$ cat src/include/bp_config.svh
/*
 * Sizing constants for the fetch-side branch prediction subsystem.
 * Included by the package and by every RTL block that needs a width.
 */
`ifndef BP_CONFIG_SVH
`define BP_CONFIG_SVH

`define BP_PC_W        16       // Fetch address width
`define BP_IDX_W       3        // Table index, taken from pc[3:1]
`define BP_TAG_W       12       // Tag, taken from pc[15:4]
`define BP_FIFO_DEPTH  4        // Max in-flight prediction records
`define BP_RESET_PC    16'h0000 // First fetch address after reset

`endif

$ cat src/verilog/bp_pkg.sv
/*
 * Shared types for the branch prediction subsystem: the BHT and BTB
 * entries and the per-slot fetch record kept until resolution.
 * Blocks refer to these by bp_pkg:: scoped names.
 */
`include "bp_config.svh"

package bp_pkg;

  ////////////////////////////////////////////////////////////////////////////
  // Table entries
  ////////////////////////////////////////////////////////////////////////////
  // Counter encoding: 0 strong NT, 1 weak NT, 2 weak T, 3 strong T
  typedef struct packed {
    logic                 valid;   // Entry holds a real branch
    logic [`BP_TAG_W-1:0] tag;     // pc[15:4] of the owner
    logic [1:0]           counter; // 2-bit saturating history
  } bht_entry_t;

  typedef struct packed {
    logic                 valid;   // Target has been learned
    logic [`BP_TAG_W-1:0] tag;     // pc[15:4] of the owner
    logic [`BP_PC_W-1:0]  target;  // Last taken target
  } btb_entry_t;

  ////////////////////////////////////////////////////////////////////////////
  // In-flight record
  ////////////////////////////////////////////////////////////////////////////
  typedef struct packed {
    logic [`BP_PC_W-1:0] pc;          // Fetched slot address
    logic [1:0]          counter;     // Counter seen at fetch time
    logic                hit;         // BHT tag matched at fetch
    logic                pred_taken;  // Direction guess
    logic [`BP_PC_W-1:0] pred_target; // Target guess, pc+2 on BTB miss
  } fetch_rec_t;

endpackage

$ cat src/verilog/fetch_pc_gen.sv
/*
 * Fetch PC register. Steps once per issued slot along the predicted
 * path and jumps to the resolver's redirect PC on a mispredict.
 */
`timescale 1ns/1ps
`include "bp_config.svh"

module fetch_pc_gen (
  input  logic                clk,
  input  logic                rst,          // Sync, active high
  input  logic                issue,        // Slot accepted this cycle
  input  logic                pred_taken,   // Predictor direction for fetch_pc
  input  logic [`BP_PC_W-1:0] pred_target,  // Predictor target for fetch_pc
  input  logic                redirect,     // Mispredict from resolver
  input  logic [`BP_PC_W-1:0] redirect_pc,  // Corrected fetch address
  output logic [`BP_PC_W-1:0] fetch_pc
);

  localparam logic [`BP_PC_W-1:0] PC_STEP = `BP_PC_W'(2); // 2-byte instructions

  logic [`BP_PC_W-1:0] pc_q;    // Current fetch address
  logic [`BP_PC_W-1:0] pc_seq;  // Fall-through address
  logic [`BP_PC_W-1:0] pc_next; // Address for the next cycle

  assign pc_seq = pc_q + PC_STEP;

  ////////////////////////////////////////////////////////////////////////////
  // Next PC select
  ////////////////////////////////////////////////////////////////////////////
  always_comb begin
    pc_next = pc_q;                // Stall holds the PC
    if (redirect) begin
      pc_next = redirect_pc;       // Mispredict wins over everything
    end else if (issue) begin
      if (pred_taken) begin
        pc_next = pred_target;     // Follow predicted branch
      end else begin
        pc_next = pc_seq;          // Sequential slot
      end
    end
  end

  always_ff @(posedge clk) begin
    if (rst) begin
      pc_q <= `BP_RESET_PC;
    end else begin
      pc_q <= pc_next;
    end
  end

  assign fetch_pc = pc_q;

endmodule

$ cat src/verilog/branch_predictor.sv
/*
 * Direct-mapped BHT and BTB, eight entries each, indexed by pc[3:1]
 * and tagged by pc[15:4]. Lookup is combinational on rd_pc; the
 * resolver writes both tables through the wr_* port at the clock edge.
 */
`timescale 1ns/1ps
`include "bp_config.svh"

module branch_predictor (
  input  logic                clk,
  input  logic                rst,          // Clears valid bits only
  input  logic [`BP_PC_W-1:0] rd_pc,        // Lookup address (fetch PC)
  input  logic                bht_wen,      // Write counter entry
  input  logic                btb_wen,      // Write target entry
  input  logic [`BP_PC_W-1:0] wr_pc,        // Address of resolved branch
  input  logic [1:0]          wr_counter,   // New counter value
  input  logic [`BP_PC_W-1:0] wr_target,    // New target value
  output logic                hit,          // BHT tag match
  output logic [1:0]          counter,      // Raw counter at rd index
  output logic                pred_taken,
  output logic [`BP_PC_W-1:0] pred_target
);

  localparam int unsigned ENTRIES = 1 << `BP_IDX_W;
  localparam logic [`BP_PC_W-1:0] PC_STEP = `BP_PC_W'(2);

  bp_pkg::bht_entry_t bht [ENTRIES]; // Branch history table
  bp_pkg::btb_entry_t btb [ENTRIES]; // Branch target buffer

  logic [`BP_IDX_W-1:0] rd_idx;
  logic [`BP_TAG_W-1:0] rd_tag;
  logic [`BP_IDX_W-1:0] wr_idx;
  logic [`BP_TAG_W-1:0] wr_tag;
  logic                 btb_hit;

  // Split addresses; bit 0 is always zero for 2-byte slots
  assign rd_idx = rd_pc[`BP_IDX_W:1];
  assign rd_tag = rd_pc[`BP_PC_W-1:`BP_IDX_W+1];
  assign wr_idx = wr_pc[`BP_IDX_W:1];
  assign wr_tag = wr_pc[`BP_PC_W-1:`BP_IDX_W+1];

  ////////////////////////////////////////////////////////////////////////////
  // Table writes
  ////////////////////////////////////////////////////////////////////////////
  always_ff @(posedge clk) begin
    if (rst) begin
      for (int i = 0; i < ENTRIES; i++) begin
        bht[i].valid <= 1'b0;       // Payload left as is
        btb[i].valid <= 1'b0;
      end
    end else begin
      if (bht_wen) begin
        bht[wr_idx] <= '{valid: 1'b1, tag: wr_tag, counter: wr_counter};
      end
      if (btb_wen) begin
        btb[wr_idx] <= '{valid: 1'b1, tag: wr_tag, target: wr_target};
      end
    end
  end

  ////////////////////////////////////////////////////////////////////////////
  // Lookup
  ////////////////////////////////////////////////////////////////////////////
  assign hit     = bht[rd_idx].valid && (bht[rd_idx].tag == rd_tag);
  assign btb_hit = btb[rd_idx].valid && (btb[rd_idx].tag == rd_tag);
  assign counter = bht[rd_idx].counter;

  // Only a matching entry in a taken state predicts taken
  assign pred_taken = hit & counter[1];

  // No learned target means fall through
  assign pred_target = btb_hit ? btb[rd_idx].target : rd_pc + PC_STEP;

endmodule

$ cat src/verilog/resolve_fifo.sv
/*
 * Circular buffer of fetch records awaiting their execute outcome.
 * Head is shown combinationally; flush drops every entry at the edge.
 */
`timescale 1ns/1ps
`include "bp_config.svh"

module resolve_fifo (
  input  logic                   clk,
  input  logic                   rst,
  input  logic                   push,      // Store push_rec at tail
  input  bp_pkg::fetch_rec_t     push_rec,
  input  logic                   pop,       // Drop head entry
  input  logic                   flush,     // Empty the buffer
  output bp_pkg::fetch_rec_t     head_rec,  // Oldest record
  output logic                   full,
  output logic                   empty
);

  localparam int unsigned PTR_W = $clog2(`BP_FIFO_DEPTH);

  bp_pkg::fetch_rec_t mem [`BP_FIFO_DEPTH]; // Record storage, no reset

  logic [PTR_W-1:0] wr_ptr;
  logic [PTR_W-1:0] rd_ptr;
  logic [PTR_W:0]   count;   // One extra bit to reach DEPTH
  logic             do_push;
  logic             do_pop;

  assign full    = (count == (PTR_W+1)'(`BP_FIFO_DEPTH));
  assign empty   = (count == '0);
  assign do_push = push & ~full;   // Ignore push into a full buffer
  assign do_pop  = pop & ~empty;   // Ignore pop from an empty buffer

  always_ff @(posedge clk) begin
    if (do_push) begin
      mem[wr_ptr] <= push_rec;
    end
  end

  ////////////////////////////////////////////////////////////////////////////
  // Pointers and occupancy
  ////////////////////////////////////////////////////////////////////////////
  always_ff @(posedge clk) begin
    if (rst || flush) begin
      wr_ptr <= '0;
      rd_ptr <= '0;
      count  <= '0;
    end else begin
      if (do_push) wr_ptr <= wr_ptr + 1'b1; // Wraps at power-of-two depth
      if (do_pop)  rd_ptr <= rd_ptr + 1'b1;
      case ({do_push, do_pop})
        2'b10:   count <= count + 1'b1;
        2'b01:   count <= count - 1'b1;
        default: count <= count;          // None, or both at once
      endcase
    end
  end

  assign head_rec = mem[rd_ptr];

endmodule

$ cat src/verilog/branch_resolver.sv
/*
 * Turns an execute outcome plus the oldest fetch record into table
 * writes and, on a wrong guess, a redirect. Purely combinational; all
 * outputs are qualified by resolve_fire.
 */
`timescale 1ns/1ps
`include "bp_config.svh"

module branch_resolver (
  input  logic                resolve_fire,  // Outcome accepted this cycle
  input  bp_pkg::fetch_rec_t  head_rec,      // Record of resolving slot
  input  logic                actual_taken,
  input  logic [`BP_PC_W-1:0] actual_target,
  output logic                bht_wen,
  output logic                btb_wen,
  output logic [`BP_PC_W-1:0] wr_pc,
  output logic [1:0]          wr_counter,
  output logic [`BP_PC_W-1:0] wr_target,
  output logic                mispredict,
  output logic [`BP_PC_W-1:0] redirect_pc
);

  localparam logic [`BP_PC_W-1:0] PC_STEP = `BP_PC_W'(2);

  logic dir_wrong; // Direction guess was wrong
  logic tgt_wrong; // Taken both ways but wrong target

  ////////////////////////////////////////////////////////////////////////////
  // Counter update, based on the counter seen at fetch time
  ////////////////////////////////////////////////////////////////////////////
  always_comb begin
    if (!head_rec.hit) begin
      wr_counter = 2'd0;                        // New owner starts strong NT
    end else if (actual_taken) begin
      if (head_rec.counter == 2'd3) begin
        wr_counter = 2'd3;                      // Saturate at strong T
      end else begin
        wr_counter = head_rec.counter + 2'd1;
      end
    end else begin
      if (head_rec.counter == 2'd0) begin
        wr_counter = 2'd0;                      // Saturate at strong NT
      end else begin
        wr_counter = head_rec.counter - 2'd1;
      end
    end
  end

  assign bht_wen   = resolve_fire;                // Every slot is a branch
  assign btb_wen   = resolve_fire & actual_taken; // Learn taken targets only
  assign wr_pc     = head_rec.pc;
  assign wr_target = actual_target;

  ////////////////////////////////////////////////////////////////////////////
  // Mispredict and redirect
  ////////////////////////////////////////////////////////////////////////////
  assign dir_wrong  = head_rec.pred_taken != actual_taken;
  assign tgt_wrong  = head_rec.pred_taken & actual_taken &
                      (head_rec.pred_target != actual_target);
  assign mispredict = resolve_fire & (dir_wrong | tgt_wrong);

  assign redirect_pc = actual_taken ? actual_target : head_rec.pc + PC_STEP;

endmodule

$ cat src/verilog/bp_top.sv
/*
 * Top of the fetch-side branch prediction subsystem. Fetch and the
 * predictor produce one record per slot, the FIFO holds it until the
 * execute outcome arrives, and the resolver trains the tables.
 */
`timescale 1ns/1ps
`include "bp_config.svh"

module bp_top (
  input  logic                clk,
  input  logic                rst,
  input  logic                enable,        // Fetch may issue
  input  logic                resolve_valid, // Execute has an outcome
  input  logic                actual_taken,
  input  logic [`BP_PC_W-1:0] actual_target,
  output logic                fetch_valid,   // Slot issued this cycle
  output logic [`BP_PC_W-1:0] fetch_pc,
  output logic                pred_taken,
  output logic [`BP_PC_W-1:0] pred_target,
  output logic                resolve_ready, // A record is waiting
  output logic                mispredict,
  output logic [`BP_PC_W-1:0] redirect_pc
);

  logic                issue;
  logic                resolve_fire;
  logic                full;
  logic                empty;
  logic                hit;
  logic [1:0]          counter;
  logic                bht_wen;
  logic                btb_wen;
  logic [`BP_PC_W-1:0] wr_pc;
  logic [1:0]          wr_counter;
  logic [`BP_PC_W-1:0] wr_target;
  bp_pkg::fetch_rec_t  push_rec;
  bp_pkg::fetch_rec_t  head_rec;

  ////////////////////////////////////////////////////////////////////////////
  // Handshake glue
  ////////////////////////////////////////////////////////////////////////////
  assign issue         = enable & ~full & ~mispredict; // Hold slot on redirect
  assign fetch_valid   = issue;
  assign resolve_ready = ~empty;
  assign resolve_fire  = resolve_valid & ~empty;

  assign push_rec = '{pc: fetch_pc, counter: counter, hit: hit,
                      pred_taken: pred_taken, pred_target: pred_target};

  fetch_pc_gen u_fetch (
    .clk         (clk),
    .rst         (rst),
    .issue       (issue),
    .pred_taken  (pred_taken),
    .pred_target (pred_target),
    .redirect    (mispredict),
    .redirect_pc (redirect_pc),
    .fetch_pc    (fetch_pc)
  );

  branch_predictor u_pred (
    .clk (clk), .rst (rst), .rd_pc (fetch_pc),
    .bht_wen (bht_wen), .btb_wen (btb_wen), .wr_pc (wr_pc),
    .wr_counter (wr_counter), .wr_target (wr_target),
    .hit (hit), .counter (counter),
    .pred_taken (pred_taken), .pred_target (pred_target)
  );

  resolve_fifo u_fifo (
    .clk (clk), .rst (rst), .push (issue), .push_rec (push_rec),
    .pop (resolve_fire), .flush (mispredict), // Flush drops younger slots
    .head_rec (head_rec), .full (full), .empty (empty)
  );

  branch_resolver u_resolve (
    .resolve_fire (resolve_fire), .head_rec (head_rec),
    .actual_taken (actual_taken), .actual_target (actual_target),
    .bht_wen (bht_wen), .btb_wen (btb_wen), .wr_pc (wr_pc),
    .wr_counter (wr_counter), .wr_target (wr_target),
    .mispredict (mispredict), .redirect_pc (redirect_pc)
  );

endmodule

$ cat config.mk
export PLATFORM = sky130hd
export DESIGN_NAME = bp_top
export DESIGN_NICKNAME = d
export VERILOG_FILES = /design/src/verilog/bp_pkg.sv /design/src/verilog/fetch_pc_gen.sv /design/src/verilog/branch_predictor.sv /design/src/verilog/resolve_fifo.sv /design/src/verilog/branch_resolver.sv /design/src/verilog/bp_top.sv
export VERILOG_INCLUDE_DIRS = /design/src /design/src/include
export SDC_FILE = /design/constraint.sdc
export NUM_CORES = 1
export LEC_CHECK = 0
export BUFFER_PORTS_ARGS = -buffer_cell sky130_fd_sc_hd__buf_4
export CORE_MARGIN = 4
export CORE_UTILIZATION = 57
export DETAILED_ROUTE_END_ITERATION = 16
export PLACE_DENSITY = 0.74
export SYNTH_ARGS = -nofsm -noshare
export SYNTH_HDL_FRONTEND = slang
export SYNTH_SLANG_ARGS = --single-unit
$ cat constraint.sdc
create_clock -name clk -period 12.9 [get_ports clk]
set_input_delay 3.87 -clock clk [delete_from_list [all_inputs] [get_ports clk]]
set_output_delay 3.87 -clock clk [all_outputs]
set_load 0.03 [all_outputs]
-- Yosys cells after proc, flatten, opt, wreduce, memory -nomap -nowiden
Memory sizes are Yosys's and may differ from the RTL's. A register that Yosys moved wholly into a read port is not among the register bits.
Index checks and enable logic that the tools add are counted.
- register bits: 23
- bits in latches: 0
- RAM bits: 496
- bits in read-only memories: 0
- bits of input ports: 21
- output and inout port bits: 52
- logic and storage cells: 78
- memories kept: 3
- memories (memory ; depth ; bits a word ; rd ports ; clocked after Yosys merged registers in ; write ports ; line ; text):
    u_pred.btb ; 8 ; 29 ; 1 ; 1 ; 8 ; branch_predictor.sv:28 ; bp_pkg::btb_entry_t btb [ENTRIES];
    u_fifo.mem ; 4 ; 36 ; 1 ; 1 ; 1 ; resolve_fifo.sv:22 ; bp_pkg::fetch_rec_t mem [`BP_FIFO_DEPTH];
    u_pred.bht ; 8 ; 15 ; 1 ; 1 ; 8 ; branch_predictor.sv:27 ; bp_pkg::bht_entry_t bht [ENTRIES];
- $add $sub $neg: 8
- multipliers: 0
- div/mod/pow operators: 0
- order comparisons: 0
- eq/ne operators: 8
- shift-type cells: 0
- mux-type cells: 32
- bitwise logic cells: 14
- reduce and logical (&&, ||, !) cells: 9
- operator list (operator ; count):
    2-to-1 mux 16 bit ; 5
    adder 16 x 2 -> 16 bit, second input constant ; 2
    2-to-1 mux 29 bit ; 1
    OR reduction 29 bit ; 1
    equality test 12 bit ; 2
    2-to-1 mux 3 bit ; 6
    2-to-1 mux 2 bit ; 8
    inequality test 16 bit ; 1
    2-to-1 mux 15 bit ; 1
    OR reduction 15 bit ; 1
    bitwise AND 1 bit ; 10
    2-to-1 mux 1 bit ; 10
    adder 2 x 1 -> 2 bit, second input constant ; 3
    one-hot mux 3 bit (2 select lines) ; 1
    equality test 2 bit, second input constant ; 2
    nonzero test 2 bit ; 2
    adder 3 x 1 -> 3 bit, second input constant ; 1
    equality test 3 bit, second input constant ; 1
    logical NOT 3 bit ; 1
    NOT 1 bit ; 3
    subtractor 3 x 1 -> 3 bit, second input constant ; 1
    equality test 2 x 1 -> 1 bit, second input constant ; 1
    logical AND 1 bit ; 2
    logical NOT 2 bit ; 1
    4 further kinds ; 4

-- Logic depth before layout (Yosys ltp)
- depth after elaboration: 10
- depth in mapped cells: 18
- depth with buffers taken out: 15

-- Modules after synthesis
Synthesis repeated with hierarchy kept, for this count alone.
- cells, all modules: 1223
- area total of the unflattened synthesis: 21938.5 sq um
- by module, submodules not included (module ; times used ; cells each ; area an instance (sq um) ; sequential area each (sq um)):
    branch_predictor ; 1 ; 688 ; 14129.8 ; 10410.0
    resolve_fifo ; 1 ; 244 ; 5679.2 ; 4504.3
    fetch_pc_gen ; 1 ; 153 ; 1156.1 ; 320.3
    branch_resolver ; 1 ; 135 ; 950.9 ; 0.0
    bp_top ; 1 ; 3 ; 22.5 ; 0.0

-- Worst setup path before layout
OpenSTA, ideal clock, no wires.
- path kind: input-to-output
- start point: input actual_target[0]
- end point: output fetch_valid
- arrival time: 5.530 ns
- required time: 9.030 ns
- setup slack: 3.500 ns
- cell stages on the path: 7
- path buffers: 1
- path through: xor2_1 -> nor4_1 -> nand2_1 -> o31a_1 -> o21a_1 -> clkbuf_1 -> nor2_1
- cells in the longest elaborated chain, start to end: 6
- RTL lines (what ; line ; text):
    start: declaration ; bp_top.sv:15 ; input logic [`BP_PC_W-1:0] actual_target,
    inequality test 16 bit ; branch_resolver.sv:59 ; (head_rec.pred_target != actual_target);
    bitwise AND 1 bit ; branch_resolver.sv:58 ; assign tgt_wrong = head_rec.pred_taken & actual_taken &
    OR 1 bit ; branch_resolver.sv:60 ; assign mispredict = resolve_fire & (dir_wrong | tgt_wrong);
    bitwise AND 1 bit ; branch_resolver.sv:60 ;
    NOT 1 bit ; bp_top.sv:42 ; assign issue = enable & ~full & ~mispredict;
    bitwise AND 1 bit ; bp_top.sv:42 ;
    end: declaration ; bp_top.sv:16 ; output logic fetch_valid,
Every way passes these cells.

-- Final worst setup path
- start point: input actual_target[1]
- end point: output fetch_valid
Same word-level chain as after synthesis.

==> results.json <==
{
  "setup_ws_ns": 2.77,
  "cts_resized": 0,
  "multi_input_area_um2": 5670,
  "tightest_slew_ns": 1.16,
  "cts_tree": "built",
  "ios": 73,
  "arrival_ns": 6.26,
  "final_util": 0.656,
  "cts.clk_slew.worst_paths_ns": 0.06,
  "seq_area_frac_synth": 0.716,
  "dr.pass1.iters": 5,
  "viasPerCell": 6.46,
  "synth_ff_type": "edfxtp_1",
  "path_common_cell": "buf_4",
  "drv_slew": 0,
  "numPortBuffers": 72,
  "hold_depth": 1,
  "cts_made_buffers": 51,
  "syn2layout_area_growth_pct": 12.9,
  "stdcell_count": 1778,
  "clock_sinks": 524,
  "worst_hold_slack_ns": 0.451,
  "critical_path_class": "in2out",
  "fin_nets": 1298,
  "die_area_um2": 40700,
  "critPathBufInv": 3,
  "fp-row-count": 70,
  "max_stage_delay_ns": 0.54,
  "htreeDepth": 2,
  "finClkSkew_ns": 0.0292,
  "hpwl_mm": 30.3,
  "fillers": 2469,
  "critPathMaxFanout": 27,
  "ir_drop_uv": 147,
  "synth_cell_type_count": 54,
  "wl_per_cell_um": 28.7,
  "setup_viol_count_final": 0,
  "synth_edf_count": 480,
  "place_ws_ns": 2.85,
  "path_cells": "buf_4 > inv_1 > xnor2_1 > nor4_1 > nand2_1 > o31a_1 > o21a_1 > nor2_1 > buf_4",
  "critPathSlowestCell": "o21a_1",
  "chipWidth_um": 202,
  "postCtsSetupRepairBufs": 0,
  "power_mw": 5.52,
  "grt_first_pass_wirelength_mm": 75.2,
  "track_usage": 0.250,
  "place_congestion": 0.902,
  "path_delay_family": "compound AO/OA/AOI/OAI gates",
  "stdcell_area_um2": 24100,
  "drv_cap": 0,
  "hp-class": "reg2reg",
  "ff2ff_setup_slack_ns": 7.82,
  "synth.avg_cell_area_um2": 18.2,
  "powerDensity_nw_per_um2": 229,
  "fmax_mhz": 98.8,
  "yosys_register_bits": 524,
  "antenna_found_initial": 0,
  "clock-root-buffer": "clkbuf_16",
  "crit_path_end_kind": "output port",
  "crit_cells": 9,
  "num_vias": 11500,
  "grt_pass1_vias": 11300,
  "placed_area_um2": 22400,
  "syn_area_um2": 21400,
  "drive_above_1_share": 0.227,
  "holdBufCountCts": 0,
  "power.leakage_nw": 8.00,
  "fin_crit_sh": 0.785,
  "grt_max_degree": 48,
  "coreArea_um2": 36800,
  "antennaDiodeCount": 0,
  "period_minus_slack_ns": 10.13,
  "critPathLaunchType": "input pin",
  "die_h_um": 202,
  "synth-async-reset-ratio": 0,
  "hold_viol_final": 0,
  "rsz0062_at_grt": "false",
  "syn_nets": 1205,
  "clkLatencyLatePin_ns": 0.59,
  "ant_nets": 0,
  "synth_warnings": 0,
  "cp_data_required_time_ns": 9.03,
  "relSlewSlack": 0.229,
  "dr.first_iter.drc_count": 1207,
  "wl_mm": 51.0,
  "gr-total-overflow": 0,
  "clockBufferDepth": 3,
  "start_util": 0.581,
  "dp_cells": 1683,
  "post-route-drc-count": 0,
  "reg2reg_depth": 9,
  "status": "finished, final reports clean",
  "fin_setup_tns_ns": 0,
  "seq_area_um2": 15300,
  "syn_inst": 1175
}
==> layout by cell type, fill, tap and decap left out, types with 7 or more instances in the layout <==
cell | Yosys | final
a22o_1 | 8 | 8
clkinv_2 | 0 | 7
clkbuf_1 | 24 | 13
mux2i_1 | 98 | 98
xnor2_1 | 27 | 27
nand4_1 | 7 | 7
edfxtp_1 | 480 | 480
a21o_1 | 16 | 16
a221oi_1 | 11 | 11
mux4_2 | 98 | 98
nand2_1 | 49 | 49
mux2_2 | 8 | 8
nand3_1 | 11 | 11
nor3_1 | 8 | 8
o21ai_0 | 17 | 17
nor2_1 | 39 | 38
a21oi_1 | 25 | 25
clkbuf_16 | 0 | 54
or3_1 | 7 | 7
a22oi_1 | 16 | 16
dfxtp_1 | 44 | 39
and3_1 | 9 | 9
and2_1 | 18 | 14
xor2_1 | 36 | 36
ha_1 | 8 | 8
inv_1 | 23 | 23
buf_4 | 10 | 100
==> registers in the layout, indices dropped and copies added (netlist names), named ones only <==
name / count
u_fifo.count: 3
u_fetch.fetch_pc: 16
u_pred.bht: 120
u_fifo.wr_ptr: 2
u_pred.btb: 232
u_fifo.rd_ptr: 2
u_fifo.mem: 144
==> routing by layer <==
| metal | share of wire | wire (um) | up-vias | global-route usage |
|---|---|---|---|---|
| met5 | 0 | 0 | - | 0 |
| met4 | 0.020 | 1030 | 0 | 0.0542 |
| met3 | 0.095 | 4840 | 66 | 0.0527 |
| met2 | 0.49 | 24800 | 595 | 0.399 |
| met1 | 0.40 | 20300 | 5976 | 0.363 |
| li1 | - | - | 4844 | - |
==> logic make-up (layout without fill, tap and decap cells) <==
group           after synthesis  after routing  share of synthesized area
compound gates              117            117                     0.0378
xor+xnor                     63             63                     0.0258
fa+ha+maj                    10             10                    0.00609
buf+inv                      83            218                     0.0191
flops                       524            524                      0.716
mux                         207            207                      0.155
simple gates                171            171                     0.0405
==> cell usage after synthesis, types with 6 or more instances <==
cell type | number | area share
a21o_1 | 16 | 0.0056
a21oi_1 | 25 | 0.0059
a221oi_1 | 11 | 0.0045
a22o_1 | 8 | 0.0033
a22oi_1 | 16 | 0.0056
and2_1 | 18 | 0.0053
and3_1 | 9 | 0.0026
buf_1 | 6 | 0.0011
buf_2 | 15 | 0.0035
buf_4 | 10 | 0.0035
clkbuf_1 | 24 | 0.0042
dfxtp_1 | 44 | 0.041
edfxtp_1 | 480 | 0.67
ha_1 | 8 | 0.0047
inv_1 | 23 | 0.0040
mux2_2 | 8 | 0.0042
mux2i_1 | 98 | 0.046
mux4_2 | 98 | 0.10
nand2_1 | 49 | 0.0086
nand3_1 | 11 | 0.0026
nand4_1 | 7 | 0.0020
nor2_1 | 39 | 0.0069
nor2b_1 | 6 | 0.0018
nor3_1 | 8 | 0.0019
o21ai_0 | 17 | 0.0040
o311a_1 | 6 | 0.0028
or3_1 | 7 | 0.0020
xnor2_1 | 27 | 0.011
xor2_1 | 36 | 0.015
==> worst reg2reg max path, delay by kind of cell (launching register included) <==
family | cells | cell delay, ns
compound gates | 2 | 0.86
buf+inv | 1 | 0.60
flops | 1 | 0.55
xor+xnor | 1 | 0.19
simple gates | 4 | 1.84
mux | 1 | 0.62
==> area by class of cell <==
cell class	count	share of cell area
tap	468	0.0243
clock inverter	25	0.0117
sequential	524	0.634
inverter	23	0.00358
timing repair buffer	100	0.0311
multi-input combinational	568	0.235
clock buffer	70	0.0597
==> worst paths after layout <==
check / to / startpoint
worst min register to register: u_pred.bht[2][14] / u_pred.bht[2][14]
worst min-delay path: u_pred.bht[2][14] / u_pred.bht[2][14]
worst max register to register: u_fifo.mem[0][35] / register
worst max-delay path: fetch_valid / actual_target[1]
==> report_power, final <==
part	leakage [nW]	internal (mW)	switching [mW]	total, mW
Sequential	4.74	2.20	0.195	2.39
Combinational	2.43	0.625	0.987	1.61
Clock	0.825	0.902	0.616	1.52
Note: power is estimated with default switching activity, not from simulation.
